File: src/rtl/wb_soc_macros.svh
`ifndef WB_SOC_MACROS_SVH
`define WB_SOC_MACROS_SVH

// bus widths, data and select are byte lanes of the data word
`define WB_DW 32
`define WB_AW 30
`define WB_SW 4

// top bits of the word address pick the slave page
`define WB_PAGE_W 9

// on-chip ram depth in words
`define RAM_WORDS 1024

// value returned by the system register block at offset 0
`define SYS_ID_WORD 32'h57B5_0C01

// page map of the main bus
`define PAGE_RAM 9'd0
`define PAGE_SYS 9'd1

// switch/led port sits alone on page 2
`define SWLED_ADDR 30'h0040_0001

`endif

File: src/rtl/wb_soc_pkg.sv
`default_nettype none

`include "wb_soc_macros.svh"

package wb_soc_pkg;

    // master side of a pipelined wishbone port
    typedef struct packed {
        logic                cyc;
        logic                stb;
        logic                we;
        logic [`WB_AW-1:0]   addr;
        logic [`WB_DW-1:0]   data;
        logic [`WB_SW-1:0]   sel;
    } wb_req_t;

    // slave side, data is valid together with ack
    typedef struct packed {
        logic                ack;
        logic                stall;
        logic                err;
        logic [`WB_DW-1:0]   data;
    } wb_rsp_t;

    // word address, read whole or split into page and offset
    typedef union packed {
        logic [`WB_AW-1:0] word;
        struct packed {
            logic [`WB_PAGE_W-1:0]        page;
            logic [`WB_AW-`WB_PAGE_W-1:0] offset;
        } paged;
    } wb_addr_u;

    // unmapped access report from the decoder
    typedef struct packed {
        logic                valid;
        logic [`WB_AW-1:0]   addr;
    } bus_fault_t;

endpackage

`default_nettype wire

File: src/rtl/wb_pri_arbiter.sv
`default_nettype none

module wb_pri_arbiter (
    input  wire                   i_clk,
    input  wire                   i_arst_n,
    input  wire wb_soc_pkg::wb_req_t i_a_req,
    input  wire wb_soc_pkg::wb_req_t i_b_req,
    output wb_soc_pkg::wb_rsp_t   o_a_rsp,
    output wb_soc_pkg::wb_rsp_t   o_b_rsp,
    output wb_soc_pkg::wb_req_t   o_req,
    input  wire wb_soc_pkg::wb_rsp_t i_rsp
);
    import wb_soc_pkg::*;

    // 0 means master a owns the downstream bus
    logic    r_owner_b;
    logic    w_held;
    logic    w_owner_b;
    wb_req_t w_sel_req;

    // current owner still holds cyc, so no new arbitration
    assign w_held = r_owner_b ? i_b_req.cyc : i_a_req.cyc;

    // a wins whenever the bus is free
    assign w_owner_b = w_held ? r_owner_b : (!i_a_req.cyc && i_b_req.cyc);

    always_ff @(posedge i_clk or negedge i_arst_n) begin
        if (!i_arst_n) begin
            r_owner_b <= 1'b0;
        end else begin
            r_owner_b <= w_owner_b;
        end
    end

    assign w_sel_req = w_owner_b ? i_b_req : i_a_req;

    always_comb begin
        o_req     = w_sel_req;
        // no strobe leaks out without a cycle
        o_req.stb = w_sel_req.cyc && w_sel_req.stb;
    end

    // responses follow the owner, read data goes to both
    always_comb begin
        o_a_rsp.data  = i_rsp.data;
        o_a_rsp.ack   = !w_owner_b && i_rsp.ack;
        o_a_rsp.err   = !w_owner_b && i_rsp.err;
        o_a_rsp.stall = w_owner_b ? i_a_req.stb : i_rsp.stall;

        o_b_rsp.data  = i_rsp.data;
        o_b_rsp.ack   = w_owner_b && i_rsp.ack;
        o_b_rsp.err   = w_owner_b && i_rsp.err;
        o_b_rsp.stall = w_owner_b ? i_rsp.stall : i_b_req.stb;
    end

    // ownership is kept across cycles while the owner holds cyc
    a_owner_stable: assert property (@(posedge i_clk) disable iff (!i_arst_n)
        o_req.cyc |=> (!w_held || (w_owner_b == $past(w_owner_b))))
        else $error("arbiter owner changed during a held cycle");

    // a response only ever reaches a master that holds its cycle
    a_no_stray_ack: assert property (@(posedge i_clk) disable iff (!i_arst_n)
        ((o_a_rsp.ack || o_a_rsp.err) |-> i_a_req.cyc) and
        ((o_b_rsp.ack || o_b_rsp.err) |-> i_b_req.cyc))
        else $error("response routed to a master without cyc");

endmodule

`default_nettype wire

File: config.mk
export PLATFORM = sky130hd
export DESIGN_NAME = wb_pri_arbiter
export DESIGN_NICKNAME = d
export VERILOG_FILES = /design/src/rtl/wb_soc_pkg.sv /design/src/rtl/wb_pri_arbiter.sv
export VERILOG_INCLUDE_DIRS = /design/src /design/src/rtl
export SDC_FILE = /design/constraint.sdc
export NUM_CORES = 1
export LEC_CHECK = 0
export BUFFER_PORTS_ARGS = -buffer_cell sky130_fd_sc_hd__buf_4
export CORE_AREA = 8 8 116 118
export DETAILED_ROUTE_END_ITERATION = 12
export DIE_AREA = 0 0 124 126
export GPL_TIMING_DRIVEN = 0
export SYNTH_ARGS = -nofsm -noshare
export SYNTH_HDL_FRONTEND = slang
export SYNTH_SLANG_ARGS = --single-unit
File: constraint.sdc
create_clock -name i_clk -period 1.95 [get_ports i_clk]
set_input_delay 0.39 -clock i_clk [delete_from_list [all_inputs] [get_ports i_clk]]
set_output_delay 0.39 -clock i_clk [all_outputs]
set_load 0.01 [all_outputs]
==> flow_metrics.py <==
metrics = {
    "floorplanning": {
        "fp.dieW_microns": 124,
        "start_util": 0.121,
        "coreArea_sq_mm": 0.0117,
        "io_pins": 314,
        "fp.dieH_microns": 126,
        "dieArea_sq_mm": 0.0156,
        "rows": 40,
    },
    "power": {
        "p_per_area_mw_per_mm2": 266,
        "ir_drop_v": 0.000115,
        "p_leak_nw": 2.03,
    },
    "drt": {
        "wl_microns": 9690,
        "wire_per_inst_microns": 16.7,
        "vias": 2137,
        "route.top_layer_used": "met4",
        "drt-initial-drc-count": 11,
        "dr.pass1.iters": 4,
        "dr_wl_met3_microns": 1390,
        "met1_length_microns": 2960,
        "via_per_inst": 3.68,
        "final_antenna_net_count": 0,
        "drc": 0,
        "routed-wl-met2_microns": 5330,
    },
    "placement": {
        "gp_congestion": 0.757,
        "hpwl_microns": 9020,
        "placed_cells": 579,
        "placed_area_sq_mm": 0.00371,
        "io_buffers": 281,
    },
    "critical_path": {
        "startpoint": "i_a_req[68]",
        "crit_fanout": 10,
        "end_kind": "output port",
        "crit_type": "primary input to output port",
        "crit_top_cell": "buf_4",
        "r2r_cells": 3,
        "critPathMaxStageDelay_ns": 0.35,
        "critPathRequiredTime_ns": 1.56,
        "reg2reg_slack_ns": 1.07,
        "slowest_stage": "mux2_2",
        "crit_path_start_kind": "primary input",
        "timing.rr.start": "r_owner_b",
        "cp.arrival_ns": 1.51,
        "crit_chain": "buf_4, inv_1, o21ai_4, buf_4, buf_6, mux2_2, buf_4",
        "endpoint": "o_req[21]",
        "reg2reg_to": "r_owner_b",
    },
    "timing": {
        "rsz0062_at_grt": "true",
        "clock_skew_ns": 0,
        "max_slew.worst_pin.slew_ns": 0.118,
        "slew-limit-headroom": 0.921,
        "fmax_ghz": 0.528,
        "min_period_ns": 1.90,
        "finalHoldViolCount": 0,
        "slew_violations": 0,
        "setup_viol": 0,
        "finalCritPeriodShare": 0.972,
    },
    "grt": {
        "grt_max_degree": 11,
        "antenna_found_initial": 0,
        "grt_pass1_vias": 2384,
        "track_usage": 0.106,
        "gr-total-overflow": 0,
        "grt_pass1_wl_microns": 13400,
    },
    "synthesis": {
        "ys_seq_elements": 1,
        "synth_cell_types": 12,
        "synth_xor_area_frac": 0,
        "synth_top_family_by_area": "multiplexers",
        "ys.warnings.count": 0,
        "yosys-top-cells-count": "67 x buf_4, 63 x mux2_2, 6 x mux2_1",
        "synth_edf_count": 0,
        "yosysSeqAreaShare": 0.0176,
        "synth_compound_area_frac": 0.0185,
        "netlist_instances": 151,
        "synth_ff_type": "dfrtp_1",
        "yosysMostFrequentCell": "buf_4",
        "synth_top_area_cell": "mux2_2",
        "syn_area_per_cell_sq_um": 9.40,
        "async_flop_share": 1.00,
        "synthSimpleGateAreaFrac": 0.0247,
        "synthAdderAreaFrac": 0,
        "synthMuxAreaShare": 0.548,
        "synth_area_leaders": "mux2_2 50%, buf_4 35%, mux2_1 4.8%",
        "syn_area_sq_mm": 0.00142,
        "synthesis.nets": 326,
        "synthDominantCellAreaShare": 0.500,
    },
    "layout": {
        "seq_area_sq_um": 25.0,
        "layout.cells.non_filler": 581,
        "largest_reg_flops": 1,
        "fill_cells": 1251,
        "drive_gt1_frac": 0.968,
        "largestRegisters": "r_owner_b x1",
        "area_growth_pct": 163,
        "multiInputGateArea_sq_um": 838,
        "finalInstanceArea_sq_mm": 0.00374,
        "antenna_cells": 0,
        "nets": 611,
        "largest_register": "r_owner_b",
    },
    "clocking": {
        "clk_latency_ns": 0,
        "clkSlewWorstSetupHoldPaths_ns": 0,
        "postCtsHoldBufs": 0,
    },
    "run_status": {
        "outcome": "finished clean",
    },
    "min_path": {
        "hp-class": "primary input to asynchronous set/reset pin",
    },
    "job": {
        "drv_cap": 0,
    },
}
[worst min-delay path by stage]
stage / to / slack, ns / cells after the start
2_1_floorplan: r_owner_b / 0.09 / 0
3_3_place_gp: r_owner_b / 0.17 / 1
3_5_place_dp: r_owner_b / 0.17 / 1
4_1_cts: r_owner_b / 0.17 / 1
5_1_grt: r_owner_b / 0.17 / 1
6_report: r_owner_b / 0.17 / 1
[cell type report]
cell class	count	area share
plain buffers	71	0.150
repair buffers	283	0.568
inverters	2	0.00201
well taps	147	0.0492
flip-flops and latches	1	0.00669
multi-input cells	77	0.224
[power by group]
part           switching [W]  internal, W
clock network              0            0
registers         0.00000134    0.0000225
logic               0.000337     0.000634
total               0.000338     0.000657
[placed cells by master, fill, tap and decap left out, drive strengths merged]
cell   Yosys  final
buf       71    354
mux2      69     69
and2       4      4
inv        2      2
o21ai      1      1
or2        1      1
nand2      1      1
a32o       1      1
dfrtp      1      1
[repair_timing]
action                                  4_1_cts  5_1_grt
hold endpoints to repair                      0        0
pin swaps                                     1        0
gates resized for setup                       1        2
cloned                                        0        0
endpoints found under the setup margin       68       18
buffers inserted                              2        0
[stage by stage]
stage / hold WS (ns) / util / setup TNS (ns) / worst slack [ns] / total power, W
global route: 0.171 / 0.319 / -0.0115 / -0.0107 / 0.00106
floorplan: 0.0944 / - / 0 / 0.306 / 0.000434
global placement: 0.172 / 0.317 / -4.25 / -0.141 / 0.000996
finish: 0.170 / 0.319 / 0 / 0.0545 / 0.000995
detailed placement: 0.171 / 0.317 / -3.97 / -0.126 / 0.00100
CTS: 0.171 / 0.319 / 0 / 0.00423 / 0.00101
[layer usage]
layer,vias to the layer above,GRT usage
met1,955,0.0999
met2,159,0.218
met3,2,0.0384
li1,1021,-
met4,0,0
met5,-,0
[cells by family (layout without fill, tap and decap cells)]
group,after synthesis,count (layout)
AND/OR/NAND/NOR,6,6
AO/OA/AOI/OAI,2,2
flip-flops,1,1
buffers and inverters,73,356
multiplexers,69,69
[worst max-delay path, delay by kind of cell]
| family | cells | cell delay, ns |
|---|---|---|
| multiplexers | 1 | 0.35 |
| buffers and inverters | 5 | 0.62 |
| AO/OA/AOI/OAI | 1 | 0.14 |
Power figures use the tool's default switching activity.
