==> src/rtl/wb_soc_macros.svh <==
`ifndef WB_SOC_MACROS_SVH
`define WB_SOC_MACROS_SVH

// bus widths, data and select are byte lanes of the data word
`define WB_DW 32
`define WB_AW 30
`define WB_SW 4

// top bits of the word address pick the slave page
`define WB_PAGE_W 9

// on-chip ram depth in words
`define RAM_WORDS 1024

// value returned by the system register block at offset 0
`define SYS_ID_WORD 32'h57B5_0C01

// page map of the main bus
`define PAGE_RAM 9'd0
`define PAGE_SYS 9'd1

// switch/led port sits alone on page 2
`define SWLED_ADDR 30'h0040_0001

`endif

==> src/rtl/wb_soc_pkg.sv <==
`default_nettype none

`include "wb_soc_macros.svh"

package wb_soc_pkg;

    // master side of a pipelined wishbone port
    typedef struct packed {
        logic                cyc;
        logic                stb;
        logic                we;
        logic [`WB_AW-1:0]   addr;
        logic [`WB_DW-1:0]   data;
        logic [`WB_SW-1:0]   sel;
    } wb_req_t;

    // slave side, data is valid together with ack
    typedef struct packed {
        logic                ack;
        logic                stall;
        logic                err;
        logic [`WB_DW-1:0]   data;
    } wb_rsp_t;

    // word address, read whole or split into page and offset
    typedef union packed {
        logic [`WB_AW-1:0] word;
        struct packed {
            logic [`WB_PAGE_W-1:0]        page;
            logic [`WB_AW-`WB_PAGE_W-1:0] offset;
        } paged;
    } wb_addr_u;

    // unmapped access report from the decoder
    typedef struct packed {
        logic                valid;
        logic [`WB_AW-1:0]   addr;
    } bus_fault_t;

endpackage

`default_nettype wire

==> src/rtl/sw_led_port.sv <==
`default_nettype none

`include "wb_soc_macros.svh"

module sw_led_port (
    input  wire                      i_clk,
    input  wire                      i_arst_n,
    input  wire                      i_stb,
    input  wire wb_soc_pkg::wb_req_t i_req,
    output logic                     o_ack,
    output logic [`WB_DW-1:0]        o_data,
    input  wire [15:0]               i_switches,
    output logic [15:0]              o_leds
);

    logic [15:0] r_leds;

    always_ff @(posedge i_clk or negedge i_arst_n) begin
        if (!i_arst_n) begin
            o_ack  <= 1'b0;
            r_leds <= '0;
        end else begin
            o_ack <= i_stb;
            // only the two low byte lanes reach the leds
            if (i_stb && i_req.we) begin
                if (i_req.sel[0]) begin
                    r_leds[7:0] <= i_req.data[7:0];
                end
                if (i_req.sel[1]) begin
                    r_leds[15:8] <= i_req.data[15:8];
                end
            end
        end
    end

    always_ff @(posedge i_clk) begin
        if (i_stb) begin
            o_data <= {r_leds, i_switches};
        end
    end

    assign o_leds = r_leds;

endmodule

`default_nettype wire

==> config.mk <==
export PLATFORM = sky130hd
export DESIGN_NAME = sw_led_port
export DESIGN_NICKNAME = d
export VERILOG_FILES = /design/src/rtl/wb_soc_pkg.sv /design/src/rtl/sw_led_port.sv
export VERILOG_INCLUDE_DIRS = /design/src /design/src/rtl
export SDC_FILE = /design/constraint.sdc
export NUM_CORES = 1
export LEC_CHECK = 0
export ABC_AREA = 0
export BUFFER_PORTS_ARGS = -buffer_cell sky130_fd_sc_hd__buf_2
export CORE_MARGIN = 2
export CORE_UTILIZATION = 37
export DETAILED_ROUTE_END_ITERATION = 6
export PLACE_DENSITY = 0.77
export REMOVE_ABC_BUFFERS = 1
export SLEW_MARGIN = 20
export SYNTH_ARGS = -nofsm -noshare
export SYNTH_HDL_FRONTEND = slang
export SYNTH_SLANG_ARGS = --single-unit
export TNS_END_PERCENT = 20
==> constraint.sdc <==
create_clock -name i_clk -period 0.9 [get_ports i_clk]
set_clock_uncertainty 0.05 [all_clocks]
set_input_delay 0.045 -clock i_clk [delete_from_list [all_inputs] [get_ports i_clk]]
set_output_delay 0.045 -clock i_clk [all_outputs]
set_load 0.05 [all_outputs]
==> metrics.md, run 1 <==
| Metric | Value |
|---|---|
| Outcome | `finished with violations` |
| Failing checks | `negative setup slack` |
| FF-to-FF path depth | `1` |
| Slew margin rel. | `73.1%` |
| Sequential share of the synthesized area | `87.4%` |
| #FFs+latches synth | `49` |
| Critical path's top delay family | `flip-flops` |
| Net count, final | `286` |
| Slack of the critical path | `-113 ps` |
| Syn_area_per_cell | `approximately 24 um2` |
| Minimum clock period | `1010 ps` |
| GRT Util Overall | `17.8%` |
| Netlist Area Pre-Place | `0.00159 mm2` |
| Post-synth EDFFs | `32` |
| Total core area | `0.00406 mm2` |
| Fmax | `~0.99 GHz` |
| Post-place setup slack | `-43.3 ps` |
| Non-filler cells, final | `~250` |
| Reg clk slew, reported paths | `90 ps` |
| Max FO, Critical Path | `1` |
| Die area | `0.00483 mm2` |
| Largest net degree at the start of global routing | `22` |
| CTS Buf Count | `5` |
| CTS Root Cell | `clkbuf_8` |
| Hold_ws | `135 ps` |
| # rows | `23` |
| Worst-Skew Late Latency | `290 ps` |
| Pwr dens | `2280 mW/mm2` |
| Placed cell area | `about 0.0021 mm2` |
| Layout area overhead | `80.1%` |
| Top Ports | `about 140` |
| Cells after Synth | `67` |
| Hold crit path type | `in -> reg` |
| Static power due to leakage | `1.25 nW` |
| Ranking of synthesized cells by area | `edfxtp_1 (61%), dfrtp_1 (27%), mux2_2 (11%)` |
| Fillcell total | `244` |
| Drt wl/cell | `16.9 um` |
| Top FF cell, synth | `edfxtp_1` |
| Placed cells | `207` |
| Clock Sinks | `49` |
| Area taken by multi-input logic gates | `200 um2` |
| Async set-reset flop share out of synthesis | `a little over a third` |
| Total negative slack | `-2650 ps` |
| Hold Vio Cnt, Final | `0` |
| Starting Density | `39.1%` |
| WP buf/inv | `1` |
| CTS max path bufs | `2` |
| DRT iter0 DRCs | `91` |
| Routed WL | `4.20 mm` |
| Drt first pass iters | `4` |
| Share of layout cells above drive strength 1 | `about three fifths` |
| First-pass GRT wire length | `6.24 mm` |
| CTS tree | `built` |
| Fin. max-slew vios | `0` |
| Startpoint class of the critical path | `register` |
| Part of the cycle the worst path needs | `113%` |
| Via count | `1,120` |
| Chip width | `between 60 and 70 um` |
| Count leader, synth | `edfxtp_1` |
| Yosys warns | `0` |
| Area taken by flip-flops and latches | `0.00139 mm2` |
| Routed Antenna Nets | `0` |
| Max cap viols | `0` |
| Remaining DRCs | `0` |
| WP data arrival | `920 ps` |
| H-tree depth | `2` |
| # setup viols final | `49` |
| Final Cell Area | `0.00286 mm2` |
| RSZ-0062 raised after global routing | `true` |
| Vias in the first global route | `1,175` |
| Crit. path cell count | `1` |
| WS Path Type | `reg -> out` |
| Initial antenna violation count | `0` |
| DR vias/cell | `approximately 4.5` |
| Yosys cell types | `4` |
| Measured slew at the worst slew-check pin | `404 ps` |
| Total Power | `about 6.5 mW` |
| Hold path cells | `2` |
| Port bufs | `86` |
| VDD IR-drop max | `1.11 mV` |
| Gpl congestion | `0.766` |
| Ant diodes | `0` |
| Worst endpoint required time | `roughly 810 ps` |
| CP max stage delay | `440 ps` |
| Worst Setup End Kind | `primary output` |
| Area leader, netlist | `edfxtp_1` |
| Commonest cells in the netlist | `edfxtp_1 (32), dfrtp_1 (17), mux2_2 (16), nand3_2 (2)` |
| Crit-path cells | `buf_6` |
| Crit path max-delay cell type | `edfxtp_1` |
| Core Util, Final | `a little over two thirds` |
| Total gr overflow | `0` |
| Post-synth top area share | `60.6%` |
| Die height | `a little under 70 um` |
==> kinds of logic after synthesis <==
| logic type | synth area share (%) |
|---|---|
| AND/OR/NAND/NOR | 1.26 |
| multiplexers | 11.4 |
| flip-flops | 87.4 |
==> final cells by class <==
class                           count  share of cell area [%]
Timing Repair Buffer              124                    38.7
Tap cell                           50                    2.19
Sequential cell                    49                    48.5
Clock inverter                      2                    1.23
Clock buffer                        5                    2.41
Multi-Input combinational cell     18                    7.01
==> cell usage in the layout, fill, tap and decap left out <==
cell type	n
nand3_2	2
buf_4	5
buf_6	49
dfrtp_1	17
mux2_2	16
dlygate4sd3_1	33
clkbuf_8	5
buf_2	37
edfxtp_1	32
bufinv_16	1
clkinv_2	1
==> registers in the layout, indices dropped and copies added, names as in the netlist <==
signal  count
o_leds     16
o_data     32
o_ack       1
==> where the power goes <==
| group | total [mW] | leakage (nW) | switching, mW | internal (mW) |
|---|---|---|---|---|
| clock network | 1.47 | 0.0540 | 0.665 | 0.807 |
| logic | 2.09 | 0.676 | 1.29 | 0.805 |
| registers | 2.95 | 0.515 | 0.210 | 2.74 |
| total | 6.52 | 1.25 | 2.16 | 4.36 |
==> routing by layer <==
layer | share of wire [%] | vias to the layer above | track usage, % | wire [um]
met5 | 0 | - | 0 | 0
met4 | 1.7 | 0 | 7.19 | 72
met3 | 8.0 | 7 | 5.38 | 334
met2 | 50 | 70 | 30.2 | 2090
met1 | 40 | 531 | 21.2 | 1700
li1 | - | 512 | - | -
==> repair_timing <==
item,in CTS,in global routing
hold buffers,33,0
resized for setup,98,0
endpoints found under the setup margin,49,49
buffers inserted,0,1
hold endpoints to repair,49,0
==> worst paths after layout <==
kind	from	slack (ps)	end
max	o_data[12]$_DFFE_PP_	-110	o_data[12]
min	i_stb	130	o_ack$_DFF_PN0_
max reg2reg	o_leds[8]$_DFFE_PN0P_	50	o_leds[8]$_DFFE_PN0P_
min reg2reg	o_leds[4]$_DFFE_PN0P_	450	o_data[20]$_DFFE_PP_
max in group asynchronous	i_arst_n	360	o_leds[5]$_DFFE_PN0P_
min in group asynchronous	i_arst_n	150	o_leds[11]$_DFFE_PN0P_
(Power assumes the default switching activity.)
==> run 2: changes to the inputs <==
--- a/config.mk
+++ b/config.mk
@@ -7,11 +7,11 @@
 export NUM_CORES = 1
 export LEC_CHECK = 0
 export ABC_AREA = 0
-export BUFFER_PORTS_ARGS = -buffer_cell sky130_fd_sc_hd__buf_2
 export CORE_MARGIN = 2
-export CORE_UTILIZATION = 37
+export CORE_UTILIZATION = 40
 export DETAILED_ROUTE_END_ITERATION = 6
-export PLACE_DENSITY = 0.77
+export DONT_BUFFER_PORTS = 1
+export PLACE_DENSITY = 0.53
 export REMOVE_ABC_BUFFERS = 1
 export SLEW_MARGIN = 20
 export SYNTH_ARGS = -nofsm -noshare
==> metrics.md, run 2 (same netlist as run 1, synthesis figures left out) <==
| Metric | Value |
|---|---|
| CP max stage delay | `420 ps` |
| # setup viols final | `50` |
| Hold crit path type | `in -> reg` |
| Measured slew at the worst slew-check pin | `roughly 800 ps` |
| Placed cells | `around 160` |
| Number of hold buffers added after CTS | `33` |
| CTS Root Cell | `clkbuf_8` |
| Worst-Skew Late Latency | `around 290 ps` |
| Minimum clock period | `975 ps` |
| GRT Util Overall | `16.2%` |
| Non-filler cells, final | `approximately 210` |
| Slew margin rel. | `47.0%` |
| Hold path cells | `0` |
| Fillcell total | `256` |
| Fin. max-slew vios | `0` |
| Clock Sinks | `49` |
| R2r startpoint | `o_leds[0]$_DFFE_PN0P_` |
| Pwr dens | `2410 mW/mm2` |
| Vias in the first global route | `~1,000` |
| Placed cell area | `0.00201 mm2` |
| Top Ports | `137` |
| CTS max path bufs | `2` |
| Net count, final | `248` |
| Hold Vio Cnt, Final | `50` |
| Largest net degree at the start of global routing | `36` |
| Layout area overhead | `68.2%` |
| FF-to-FF path depth | `2` |
| Startpoint class of the critical path | `register` |
| Drt first pass iters | `4` |
| Port bufs | `0` |
| DRT iter0 DRCs | `32` |
| RSZ-0062 raised after global routing | `true` |
| Final Cell Area | `between 0.002 and 0.003 mm2` |
| Fmax | `1.03 GHz` |
| Outcome | `finished with violations` |
| WP buf/inv | `1` |
| Part of the cycle the worst path needs | `108%` |
| CTS Buf Count | `5` |
| CTS tree | `built` |
| Die height | `about 67 um` |
| Critical path's top delay family | `flip-flops` |
| Post-place setup slack | `69.2 ps` |
| Total Power | `about 6.4 mW` |
| Starting Density | `42.4%` |
| DR vias/cell | `4.55` |
| Static power due to leakage | `between 1 and 1.5 nW` |
| Gpl congestion | `0.668` |
| Die area | `0.00449 mm2` |
| Total negative slack | `-2550 ps` |
| # rows | `22` |
| Routed Antenna Nets | `0` |
| Crit path max-delay cell type | `dfrtp_1` |
| VDD IR-drop max | `roughly 1.9 mV` |
| Worst reg2reg setup slack | `-50 ps` |
| Remaining DRCs | `0` |
| Reg clk slew, reported paths | `80 ps` |
| Core Util, Final | `between 70% and 80%` |
| Ant diodes | `0` |
| Worst hold start | `i_stb` |
| Total core area | `between 0.003 and 0.004 mm2` |
| H-tree depth | `2` |
| Worst Hold End | `o_ack$_DFF_PN0_` |
| First-pass GRT wire length | `5.06 mm` |
| Initial antenna violation count | `0` |
| Largest reg by FF count | `o_data` |
| WS Path Type | `reg -> out` |
| Share of layout cells above drive strength 1 | `48.4%` |
| Worst endpoint required time | `810 ps` |
| Chip width | `67.0 um` |
| Worst Setup End Kind | `primary output` |
| Drt wl/cell | `between 15 and 20 um` |
| Most frequent cells in the layout | `buf_6 (49), dlygate4sd3_1 (32), edfxtp_1 (32), dfrtp_1 (17), mux2_2 (16)` |
| Max cap viols | `0` |
| Failing checks | `negative hold slack, negative setup slack` |
| Routed WL | `3.29 mm` |
| WP data arrival | `880 ps` |
| Via count | `950` |
| Largest register FFs | `32` |
| Max FO, Critical Path | `3` |
| Slack of the critical path | `-74.9 ps` |
| Crit-path cells | `buf_6` |
| RR Endpoint | `o_leds[0]$_DFFE_PN0P_` |
| Total gr overflow | `0` |
| Hold_ws | `-271 ps` |
| Most common cell after layout, fill and taps aside | `buf_6` |
run 2: cell count changes in the layout (fill, tap and decap cells not counted), sizes merged:
cell | previous run | this run
buf | 91 | 53
clkbuf | 5 | 6
dlygate4sd3 | 33 | 32
dlymetal6s4s | 0 | 1
run 2: final cells by class:
| cell class | count | area [um2] | area share [%] |
|---|---|---|---|
| Clock buffer | 6 | 72.6 | 2.72 |
| Clock inverter | 2 | 35.0 | 1.31 |
| Multi-Input combinational cell | 18 | 200 | 7.50 |
| Sequential cell | 49 | 1390 | 51.9 |
| Tap cell | 48 | 60.1 | 2.25 |
| Timing Repair Buffer | 86 | 915 | 34.3 |
run 2: timing repair:
| action | in CTS | in global routing |
|---|---|---|
| resized for setup | 49 | 1 |
| pin swaps | 0 | 0 |
| endpoints found under the hold margin | 82 | 50 |
| buffers inserted | 1 | 3 |
| setup endpoints to repair | 49 | 66 |
run 2: per-layer routing:
layer / vias to the layer above / track usage (%) / wire [um]
li1: 439 / - / -
met1: 436 / 16.9 / 1110
met2: 68 / 29.0 / 1740
met3: 7 / 5.57 / 387
met4: 0 / 7.65 / 54
met5: - / 0 / 0
run 2: worst max-delay path by stage:
stage | slack (ps) | to | start | cells past startpoint
4_1_cts | -90 | o_data[31] | o_data[31]$_DFFE_PP_ | 1
5_1_grt | -110 | o_data[12] | o_data[12]$_DFFE_PP_ | 1
3_3_place_gp | 90 | o_leds[5]$_DFFE_PN0P_ | o_leds[5]$_DFFE_PN0P_ | 1
2_1_floorplan | -150 | o_leds[0]$_DFFE_PN0P_ | o_leds[0]$_DFFE_PN0P_ | 1
3_5_place_dp | 70 | o_leds[3]$_DFFE_PN0P_ | o_leds[3]$_DFFE_PN0P_ | 1
6_report | -70 | o_leds[11] | o_leds[11]$_DFFE_PN0P_ | 1
run 2: where the power goes:
group          total [mW]  switching, mW  leakage [nW]  internal, mW
Clock                1.50          0.678        0.0552         0.824
Combinational        2.00           1.23         0.536         0.771
Sequential           2.94          0.194         0.515          2.74
