`src/rtl/wb_soc_macros.svh`:
```
`ifndef WB_SOC_MACROS_SVH
`define WB_SOC_MACROS_SVH

// bus widths, data and select are byte lanes of the data word
`define WB_DW 32
`define WB_AW 30
`define WB_SW 4

// top bits of the word address pick the slave page
`define WB_PAGE_W 9

// on-chip ram depth in words
`define RAM_WORDS 1024

// value returned by the system register block at offset 0
`define SYS_ID_WORD 32'h57B5_0C01

// page map of the main bus
`define PAGE_RAM 9'd0
`define PAGE_SYS 9'd1

// switch/led port sits alone on page 2
`define SWLED_ADDR 30'h0040_0001

`endif

```
`src/rtl/wb_soc_pkg.sv`:
```
`default_nettype none

`include "wb_soc_macros.svh"

package wb_soc_pkg;

    // master side of a pipelined wishbone port
    typedef struct packed {
        logic                cyc;
        logic                stb;
        logic                we;
        logic [`WB_AW-1:0]   addr;
        logic [`WB_DW-1:0]   data;
        logic [`WB_SW-1:0]   sel;
    } wb_req_t;

    // slave side, data is valid together with ack
    typedef struct packed {
        logic                ack;
        logic                stall;
        logic                err;
        logic [`WB_DW-1:0]   data;
    } wb_rsp_t;

    // word address, read whole or split into page and offset
    typedef union packed {
        logic [`WB_AW-1:0] word;
        struct packed {
            logic [`WB_PAGE_W-1:0]        page;
            logic [`WB_AW-`WB_PAGE_W-1:0] offset;
        } paged;
    } wb_addr_u;

    // unmapped access report from the decoder
    typedef struct packed {
        logic                valid;
        logic [`WB_AW-1:0]   addr;
    } bus_fault_t;

endpackage

`default_nettype wire

```
`src/rtl/sys_regs.sv`:
```
`default_nettype none

`include "wb_soc_macros.svh"

module sys_regs (
    input  wire                        i_clk,
    input  wire                        i_arst_n,
    input  wire                        i_stb,
    input  wire wb_soc_pkg::wb_req_t   i_req,
    input  wire wb_soc_pkg::bus_fault_t i_fault,
    output logic                       o_ack,
    output logic [`WB_DW-1:0]          o_data,
    output logic                       o_irq
);

    logic [3:0]        w_offset;
    logic [`WB_DW-1:0] r_scratch;
    logic [`WB_AW-1:0] r_fault_addr;
    logic [`WB_DW-1:0] r_uptime;
    logic              r_irq;

    // the whole page aliases every 16 words
    assign w_offset = i_req.addr[3:0];

    always_ff @(posedge i_clk or negedge i_arst_n) begin
        if (!i_arst_n) begin
            o_ack    <= 1'b0;
            r_irq    <= 1'b0;
            r_uptime <= '0;
        end else begin
            o_ack <= i_stb;
            if (i_stb && i_req.we && (w_offset == 4'd4)) begin
                r_irq <= i_req.data[0];
            end
            // top bit sticks once reached while the low bits keep counting
            if (!r_uptime[`WB_DW-1]) begin
                r_uptime <= r_uptime + 1'b1;
            end else begin
                r_uptime[`WB_DW-2:0] <= r_uptime[`WB_DW-2:0] + 1'b1;
            end
        end
    end

    always_ff @(posedge i_clk) begin
        if (i_stb && i_req.we && (w_offset == 4'd1)) begin
            r_scratch <= i_req.data;
        end
        if (i_fault.valid) begin
            r_fault_addr <= i_fault.addr;
        end
        if (i_stb) begin
            case (w_offset)
                4'd0:    o_data <= `SYS_ID_WORD;
                4'd1:    o_data <= r_scratch;
                4'd2:    o_data <= {r_fault_addr, 2'b00};
                4'd3:    o_data <= r_uptime;
                4'd4:    o_data <= {{(`WB_DW-1){1'b0}}, r_irq};
                default: o_data <= '0;
            endcase
        end
    end

    assign o_irq = r_irq;

endmodule

`default_nettype wire

```
`config.mk`:
```
export PLATFORM = sky130hd
export DESIGN_NAME = sys_regs
export DESIGN_NICKNAME = d
export VERILOG_FILES = /design/src/rtl/wb_soc_pkg.sv /design/src/rtl/sys_regs.sv
export VERILOG_INCLUDE_DIRS = /design/src /design/src/rtl
export SDC_FILE = /design/constraint.sdc
export NUM_CORES = 1
export LEC_CHECK = 0
export CAP_MARGIN = 5
export CORE_MARGIN = 10
export CORE_UTILIZATION = 35
export DETAILED_ROUTE_END_ITERATION = 16
export DONT_BUFFER_PORTS = 1
export GPL_TIMING_DRIVEN = 0
export SYNTH_ARGS = -nofsm -noshare
export SYNTH_HDL_FRONTEND = slang
export SYNTH_SLANG_ARGS = --single-unit
export TNS_END_PERCENT = 100
```
`constraint.sdc`:
```
create_clock -name i_clk -period 1.8 [get_ports i_clk]
set_clock_uncertainty 0.2 [all_clocks]
set_input_delay 0.09 -clock i_clk [delete_from_list [all_inputs] [get_ports i_clk]]
set_output_delay 0.09 -clock i_clk [all_outputs]
set_load 0.05 [all_outputs]
```
==> summary.txt, run 1 <==
Worst setup path
  – Critical path class: register to register
  – Arr. time, crit path: around 1900 ps
  – Worst-path fanout max: 5
  – Buf/Inv on CP: 0
  – Startpoint Class: register
  – CP max-delay cell: dfrtp_2
  – Cell breakdown of the critical path: ha_2 -> and3_4 -> nand4_4 -> nor4_2 -> xor2_1
  – Crit path largest cell delay: 410 ps
  – Cell family with most CP delay: simple AND/OR/NAND/NOR gates
  – Crit. End Element: register
  – Crit path required time: just under 2000 ps

Final layout
  – Nets: 547
  – Layout cells sized above 1: 19.5%
  – Diodes inserted: 0
  – Synth-to-layout area growth: 34.2%
  – Final cell count without fillers: 640

Synthesis
  – FFs w/ async S/R, synth: about a quarter
  – Number of synthesized register bits: ~130
  – Post-Syn Instances: roughly 340
  – Simple-Gate Fraction of Synth Area: between 10% and 20%
  – Mux cell area share after synthesis: 6.63%
  – Post-synthesis average cell area: ~15 µm²
  – Yosys warns: 0
  – XOR/XNOR Fraction of Synth Area: 4.90%
  – Netlist cell types: 37
  – Syn_nets: about 450
  – Adder-cell share of the synthesized area: less than 1%
  – Largest family of logic cells by synthesized area: simple AND/OR/NAND/NOR gates
  – Compound-cell area share of the yosys netlist: 5.45%
  – Number of flops mapped to enable cells by yosys: 94
  – Mapped Area: ~0.0052 mm²
  – Primary FF master, synth: edfxtp_1
  – Register area share after synthesis: a little over two thirds

Die
  – Die ar.: 0.0201 mm²
  – Core Box Area: approximately 0.015 mm²
  – Rows: 44
  – Initial Utilization: a little over a third
  – # IOs: 137
  – Die Ht: between 100 and 150 µm
  – Die W: 142 µm

STA
  – FMAX: 580 MHz
  – Slew Viols, Final: 0
  – Fin crit share: 95.8%
  – Setup ws final: 74.8 ps
  – Worst Max-Slew Pin Slew: 686 ps
  – Rel. slew slack: 54.1%
  – Final Hold Vio Count: 11
  – Setup violation total in the final timing report: 0
  – Fin Hold WS: -25.1 ps
  – Tmin final: 1730 ps
  – Total Neg Setup Slack: 0 ps

Clock tree
  – H-tree levels: 4
  – CTS tree: built
  – Worst skew pair latency: 410 ps
  – CTS sink count: 128
  – CTS max path bufs: 2
  – Root buffer cell: clkbuf_16
  – Clock transition at path regs: 60 ps
  – CTS buffer count: 17

Routing
  – Met3 Wirelength: 484 µm
  – M1 WL: 5.38 mm
  – Max Used Layer: met4
  – DR iter-0 viols: a little over 200
  – Routed wire per std cell: 20.1 µm
  – Post-route ant nets: 0
  – Detailed Route WL: 12.9 mm
  – Routed via count: roughly 3200
  – # DRC: 0
  – Met2 wire length: 6.90 mm
  – Detailed Routing Iterations Pass 1: 4
  – Via-to-Cell Ratio: 5.00

Power
  – Pwr per Cell Area: just over 1000 mW/mm²
  – Worst VDD drop: 0.000588 V
  – Leakage power: 0.00269 µW

GRT
  – Initial antenna violation count: 0
  – Grt total ovfl: 0
  – Vias in the first global route: between 3000 and 4000
  – Largest net degree at the start of global routing: 35
  – Global-route usage over all layers: approximately 13%
  – First-pass GRT wire length: a little under 20 mm

Hold path
  – Hold WC Path Type: input pin to register

Job
  – Max cap viols: 0

Outcome
  – Status: finished, violations left
  – Failing checks: hold timing

Placed design
  – Port Buf Inserts: 0
  – Placer congestion estimate: 0.766
  – # placed instances: 527
  – Dpl hpwl: 8.71 mm
  – Pre-CTS setup slack: -119 ps
-- kinds of logic after synthesis --
logic type,after synthesis
AO/OA/AOI/OAI,46
XOR/XNOR,29
adder cells (fa/ha/maj),1
buffers and inverters,18
flip-flops,128
multiplexers,32
AND/OR/NAND/NOR,88
-- final cells by class --
cell class | count | area (µm²)
fill | 1315 | 7570
sequential | 128 | 3680
multi-input combinational | 197 | 1500
timing repair buffer | 81 | 853
clock buffer | 18 | 429
tap | 184 | 230
clock inverter | 14 | 158
buffer | 14 | 96.3
inverter | 4 | 15.0
-- stage by stage --
stage               utilization, %  power (µW)  instance area [µm²]  hold slack [ps]
global placement              37.6        3690                 5460             -404
finish                        47.9        7210                 6960            -25.1
detailed placement            37.7        3700                 5480             -404
CTS                           47.6        7270                 6920             -349
global route                  47.9        7450                 6960             7.67
floorplan                        -        3640                 5230             -406
-- where the power goes --
group          leakage [µW]  internal, µW  switching (µW)
combinational       0.00105           197             174
clock              0.000267          2060            1310
sequential          0.00137          3290             178
-- path summary, 6_finish.rpt --
| path | cells past startpoint | slack, ps | to | start |
|---|---|---|---|---|
| max | 5 | 70 | r_uptime[30]$_DFF_PN0_ | r_uptime[1]$_DFF_PN0_ |
| min | 3 | -30 | r_scratch[20]$_DFFE_PP_ | i_req[38] |
| max reg2reg | 5 | 70 | r_uptime[30]$_DFF_PN0_ | r_uptime[1]$_DFF_PN0_ |
| min reg2reg | 1 | 300 | r_uptime[0]$_DFF_PN0_ | r_uptime[0]$_DFF_PN0_ |
| max in group asynchronous | 3 | 740 | r_uptime[7]$_DFF_PN0_ | i_arst_n |
| min in group asynchronous | 3 | 470 | o_ack$_DFF_PN0_ | i_arst_n |
-- sequential cells by signal (all words and copies together) (netlist names) --
register      flops
r_scratch        32
o_data           32
r_fault_addr     30
o_irq             1
r_uptime         32
o_ack             1
-- placed cells by master (no fill, tap or decap), types with 6 or more instances in the layout --
cell type / n
nand3_1: 16
xnor2_1: 15
edfxtp_1: 94
a22oi_1: 18
nor3_2: 6
nor2_1: 25
clkbuf_1: 6
clkbuf_16: 17
mux2_2: 19
xor2_1: 14
o21ai_0: 12
clkinvlp_4: 6
nand2_1: 10
a21oi_1: 14
dfrtp_1: 29
dlygate4sd3_1: 75
mux2i_1: 13
-- synthesized netlist by cell type, drive strengths merged, types with 2 or more instances --
library cell,instances,area share (%)
a21oi,14,1.4
a22oi,18,2.6
and2,4,0.51
and3,4,0.51
and4,5,0.94
buf,8,0.77
clkbuf,6,0.43
dfrtp,34,16
edfxtp,94,54
inv,4,0.29
mux2,19,4.1
mux2i,13,2.5
nand2,10,0.72
nand3,16,1.5
nand4,5,1.5
nor2,25,1.8
nor2b,2,0.24
nor3,10,1.3
nor4,3,0.89
o21ai,12,1.2
xnor2,15,2.5
xor2,14,2.4
-- tightest hold or removal path, delay by kind of cell --
kind / cells / cell delay (ps)
and+or+nand+nor: 3 / 300
-- metal layers --
| layer | up-vias | track usage (%) |
|---|---|---|
| met5 | - | 0 |
| met4 | 0 | 4.52 |
| met3 | 8 | 3.84 |
| met2 | 69 | 21.8 |
| met1 | 1631 | 15.4 |
| li1 | 1491 | - |
-- repair_timing --
action | 4_1_cts | 5_1_grt
buffers inserted | 1 | 0
cloned | 1 | 0
endpoints found under the setup margin | 9 | 36
resized for setup | 5 | 8
pin swaps | 1 | 1
endpoints found under the hold margin | 177 | 1
hold buffers | 77 | 2
Note: power is estimated with default switching activity, not from simulation.
==> run 2: changes to the inputs <==
- GPL_TIMING_DRIVEN: 0 -> 1
==> summary.txt, run 2 (same netlist as run 1, synthesis figures left out) <==
Clock tree
  – Clock transition at path regs: 60 ps
  – CTS max path bufs: 2
  – CTS buffer count: 17
  – Worst skew pair latency: roughly 420 ps
  – H-tree levels: 4
  – CTS sink count: 128
  – CTS tree: built
  – Root buffer cell: clkbuf_16

Final layout
  – Layout cells sized above 1: roughly 20%
  – Most frequent cells in the layout: 94 x edfxtp_1, 76 x dlygate4sd3_1, 34 x dfrtp_1
  – Largest regs: o_data (32), r_scratch (32), r_uptime (32)
  – Nets: 552
  – Diodes inserted: 0
  – Finished Cell Area: 0.00700 mm²
  – Commonest non-fill, non-tap cell in the layout: edfxtp_1
  – Fin util: 48.1%
  – Synth-to-layout area growth: 34.9%

STA
  – Final Hold Vio Count: 4
  – Rel. slew slack: 66.2%
  – Fin crit share: 94.8%
  – Fin Hold WS: -36.3 ps
  – Worst Max-Slew Pin Slew: 509 ps
  – Slew Viols, Final: 0
  – FMAX: 586 MHz
  – Tmin final: about 1700 ps
  – Setup violation total in the final timing report: 0
  – RSZ-0062 raised after global routing: no

Power
  – Worst VDD drop: approximately 0.00061 V
  – Logic pwr share: under 10%
  – Leakage power: 0.00274 µW
  – Switching part of the total: 22.0%
  – Flop pwr share: 48.5%
  – Clk pwr share: 46.0%
  – Net Sw Power: about 1600 µW
  – Internal power: 5550 µW
  – Pwr per Cell Area: 1020 mW/mm²
  – Pwr Total: 7110 µW

GRT
  – Grt total ovfl: 0
  – Vias in the first global route: 3418
  – Largest net degree at the start of global routing: 35
  – GR Layer Usage met1: 15.0%
  – Grt met3 use: 4.27%
  – First-pass GRT wire length: 19.7 mm
  – Global-route usage over all layers: 13.0%
  – Initial antenna violation count: 0
  – Met2 Resource Use GR: 22.1%
  – Busiest grt layer: met2

Outcome
  – Failing checks: hold timing
  – Status: finished, violations left

Job
  – Max cap viols: 0

Worst setup path
  – Cell breakdown of the critical path: dlygate4sd3_1 -> nor2_2 -> buf_6 -> o21ai_0 -> a21oi_1 -> dlygate4sd3_1
  – Crit. End Element: register
  – Startpoint Class: input pin
  – Cell family with most CP delay: buffers and inverters
  – Worst-path fanout max: 12
  – Crit path required time: 1880 ps
  – CP max-delay cell: dlygate4sd3_1
  – Crit path largest cell delay: 620 ps
  – Critical path class: input pin to register
  – Buf/Inv on CP: 3
  – Most frequent CP cell: dlygate4sd3_1
  – Arr. time, crit path: 1790 ps

Routing
  – Routed via count: 3187
  – Via-to-Cell Ratio: 4.94
  – Detailed Route WL: ~13 mm
  – Detailed Routing Iterations Pass 1: 5
  – Post-route ant nets: 0
  – Routed wire per std cell: roughly 20 µm
  – DR iter-0 viols: 157
  – # DRC: 0

Placed design
  – Port Buf Inserts: 0
  – Area post-placement: 0.00550 mm²
  – Placer congestion estimate: 0.750
  – Dpl hpwl: 8.26 mm

Die
  – Die Ht: 142 µm
  – Rows: 44
  – # IOs: 137
  – Die ar.: 0.0201 mm²
  – Die W: 142 µm
  – Initial Utilization: 35.7%
  – Core Box Area: 0.0145 mm²

Hold path
  – Hold WC Path Type: input pin to register
## run 2: worst reg2reg max path: cells and delay by family, from the launching register on
family,cells,cell delay [ps]
flops,1,460
simple gates,3,800
xor+xnor,1,160
## run 2: final timing paths
check	to	slack (ps)	cells past startpoint	from
max	o_data[26]$_DFFE_PP_	90	6	i_req[38]
max in group asynchronous	r_uptime[9]$_DFF_PN0_	750	3	i_arst_n
max reg2reg	r_uptime[25]$_DFF_PN0_	100	4	r_uptime[2]$_DFF_PN0_
min	o_data[15]$_DFFE_PP_	-40	3	i_req[36]
min in group asynchronous	r_uptime[24]$_DFF_PN0_	460	3	i_arst_n
min reg2reg	r_uptime[1]$_DFF_PN0_	300	1	r_uptime[1]$_DFF_PN0_
## run 2: what timing repair did
item / CTS / global route
hold buffers: 79 / 3
pin swaps: 1 / 3
buffers inserted: 1 / 1
hold endpoints to repair: 224 / 1
gates resized for setup: 1 / 8
setup endpoints to repair: 2 / 13
gates cloned: 0 / 1
## run 2: cell type report
type / count / area [µm²]
Timing Repair Buffer: 100 / 1020
Clock inverter: 12 / 118
Multi-Input combinational cell: 197 / 1500
Clock buffer: 20 / 447
Inverter: 4 / 15.0
Fill cell: 1300 / 7540
Sequential cell: 128 / 3670
Tap cell: 184 / 230
## run 2: per-stage QoR
step	cells	TNS (ps)	hold slack (ps)	setup slack, ps
global route	645	0	0.497	3.59
global placement	528	0	-404	5.37
floorplan	342	-2470	-406	-77.2
detailed placement	528	-419	-404	-56.1
finish	645	0	-36.3	93.4
CTS	640	-3.66	24.5	-3.66
## run 2: power by group through the flow
| stage | Sequential [µW] | Clock (µW) | Combinational [µW] |
|---|---|---|---|
| after global routing | 3460 | 3500 | 427 |
| after detailed placement | 3510 | 0 | 140 |
| after global placement | 3510 | 0 | 138 |
| after floorplan | 3510 | 0 | 131 |
| after CTS | 3450 | 3330 | 382 |
| final | 3450 | 3270 | 389 |
## run 2: per-layer routing
metal	up-vias	routed length, µm
li1	1499	-
met1	1582	5160
met2	94	6930
met3	12	700
met4	0	136
met5	-	0
==> run 3: changes to the inputs <==
- CELL_PAD_IN_SITES_DETAIL_PLACEMENT: default -> 0
- CELL_PAD_IN_SITES_GLOBAL_PLACEMENT: default -> 1
- PLACE_DENSITY_LB_ADDON: default -> 0.1
==> summary.txt, run 3 (same netlist as run 1, synthesis figures left out) <==
Clock tree
  – Root buffer cell: clkbuf_16
  – CTS buffer count: 17
  – Clock transition at path regs: 50 ps
  – Worst skew pair latency: 420 ps
  – H-tree levels: 4
  – CTS max path bufs: 2
  – CTS sink count: 128
  – CTS tree: built

GRT
  – Initial antenna violation count: 0
  – Vias in the first global route: between 3000 and 4000
  – Grt total ovfl: 0
  – First-pass GRT wire length: 19.9 mm
  – Global-route usage over all layers: 13.2%
  – Largest net degree at the start of global routing: 35

Routing
  – Met3 Wirelength: 610 µm
  – DR iter-0 viols: 138
  – Routed wire per std cell: 20.2 µm
  – Via-to-Cell Ratio: 4.94
  – Met2 wire length: 6.58 mm
  – Detailed Route WL: approximately 13 mm
  – Detailed Routing Iterations Pass 1: 4
  – Routed via count: about 3200
  – Post-route ant nets: 0
  – Max Used Layer: met4
  – # DRC: 0
  – M1 WL: 5.70 mm

STA
  – Setup violation total in the final timing report: 0
  – Slew Viols, Final: 0
  – Fin crit share: 97.4%
  – Worst Max-Slew Pin Slew: roughly 500 ps
  – Tmin final: 1750 ps
  – Final Hold Vio Count: 0
  – Setup ws final: around 47 ps
  – FMAX: 570 MHz
  – RSZ-0062 raised after global routing: yes
  – Rel. slew slack: 66.9%

Final layout
  – Commonest non-fill, non-tap cell in the layout: edfxtp_1
  – Largest regs: o_data (32), r_scratch (32), r_uptime (32)
  – Most frequent cells in the layout: 94 x edfxtp_1, 74 x dlygate4sd3_1, 33 x dfrtp_1
  – Fin util: 48.5%
  – Layout cells sized above 1: 21.1%
  – Synth-to-layout area growth: 35.9%
  – Diodes inserted: 0
  – Final cell count without fillers: 649
  – Nets: around 560

Die
  – # IOs: between 100 and 150
  – Die ar.: 0.0201 mm²
  – Die Ht: 142 µm
  – Core Box Area: ~0.015 mm²
  – Die W: 142 µm
  – Rows: 44
  – Initial Utilization: a little over a third

Power
  – Pwr Total: 7350 µW
  – Pwr per Cell Area: 1040 mW/mm²
  – Leakage power: approximately 0.0028 µW
  – Worst VDD drop: 0.000725 V

Worst setup path
  – Critical path class: register to register
  – Arr. time, crit path: about 1900 ps
  – Startpoint Class: register
  – Worst-path fanout max: 5
  – Crit. End Element: register
  – Crit path required time: 1940 ps

Placed design
  – Pre-CTS setup slack: 5.02 ps
  – # placed instances: 534
  – Placer congestion estimate: roughly 0.74
  – Port Buf Inserts: 0
  – Dpl hpwl: 8.26 mm

Outcome
  – Status: completed

Job
  – Max cap viols: 0

Hold path
  – Hold WC Path Type: input pin to register
==> run 3: critical path, cell delays in order (launching register included) <==
cell,delay [ps]
dfrtp_1,390
ha_2,210
and3_4,230
nand4_4,200
nor4_4,290
xor2_1,160
==> run 3: area by class of cell <==
| type | instances | area [µm²] |
|---|---|---|
| Clock buffer | 19 | 433 |
| Clock inverter | 13 | 169 |
| Fill cell | 1316 | 7490 |
| Inverter | 4 | 15.0 |
| Multi-Input combinational cell | 197 | 1490 |
| Sequential cell | 128 | 3670 |
| Tap cell | 184 | 230 |
| Timing Repair Buffer | 104 | 1040 |
==> run 3: stage by stage <==
| stage | instance area, µm² | hold WS, ps | TNS, ps |
|---|---|---|---|
| 2_1_floorplan | 5230 | -406 | -2470 |
| 5_1_grt | 7050 | 61.7 | -42.6 |
| 6_report | 7050 | 43.4 | 0 |
| 4_1_cts | 6980 | 32.6 | 0 |
| 3_5_place_dp | 5530 | -404 | 0 |
| 3_3_place_gp | 5530 | -404 | 0 |
==> run 3: report_power, final <==
part / internal [µW] / switching (µW)
Sequential: 3290 / 153
Clock: 2290 / 1240
Combinational: 195 / 186
Total: 5780 / 1580
==> run 3: what timing repair did <==
action,CTS,global route
gates resized for setup,2,9
hold endpoints to repair,224,0
setup endpoints to repair,2,32
gates cloned,0,1
setup buffers,0,3
hold buffers,79,0
pin swaps,0,3
==> run 3: per-layer routing <==
layer / up-vias / track usage [%]
li1: 1517 / -
met1: 1596 / 15.5
met2: 80 / 21.8
met3: 11 / 4.74
met4: 0 / 4.46
met5: - / 0
==> run 3: final timing paths <==
kind | from | to | slack (ps) | depth (start not counted)
worst min-delay path | i_req[37] | o_irq$_DFFE_PN0P_ | 40 | 4
worst max register to register | r_uptime[0]$_DFF_PN0_ | r_uptime[22]$_DFF_PN0_ | 50 | 5
worst min register to register | r_uptime[26]$_DFF_PN0_ | r_uptime[26]$_DFF_PN0_ | 300 | 1
min in group asynchronous | i_arst_n | r_uptime[14]$_DFF_PN0_ | 480 | 3
worst max-delay path | r_uptime[0]$_DFF_PN0_ | r_uptime[22]$_DFF_PN0_ | 50 | 5
max in group asynchronous | i_arst_n | r_uptime[11]$_DFF_PN0_ | 700 | 3
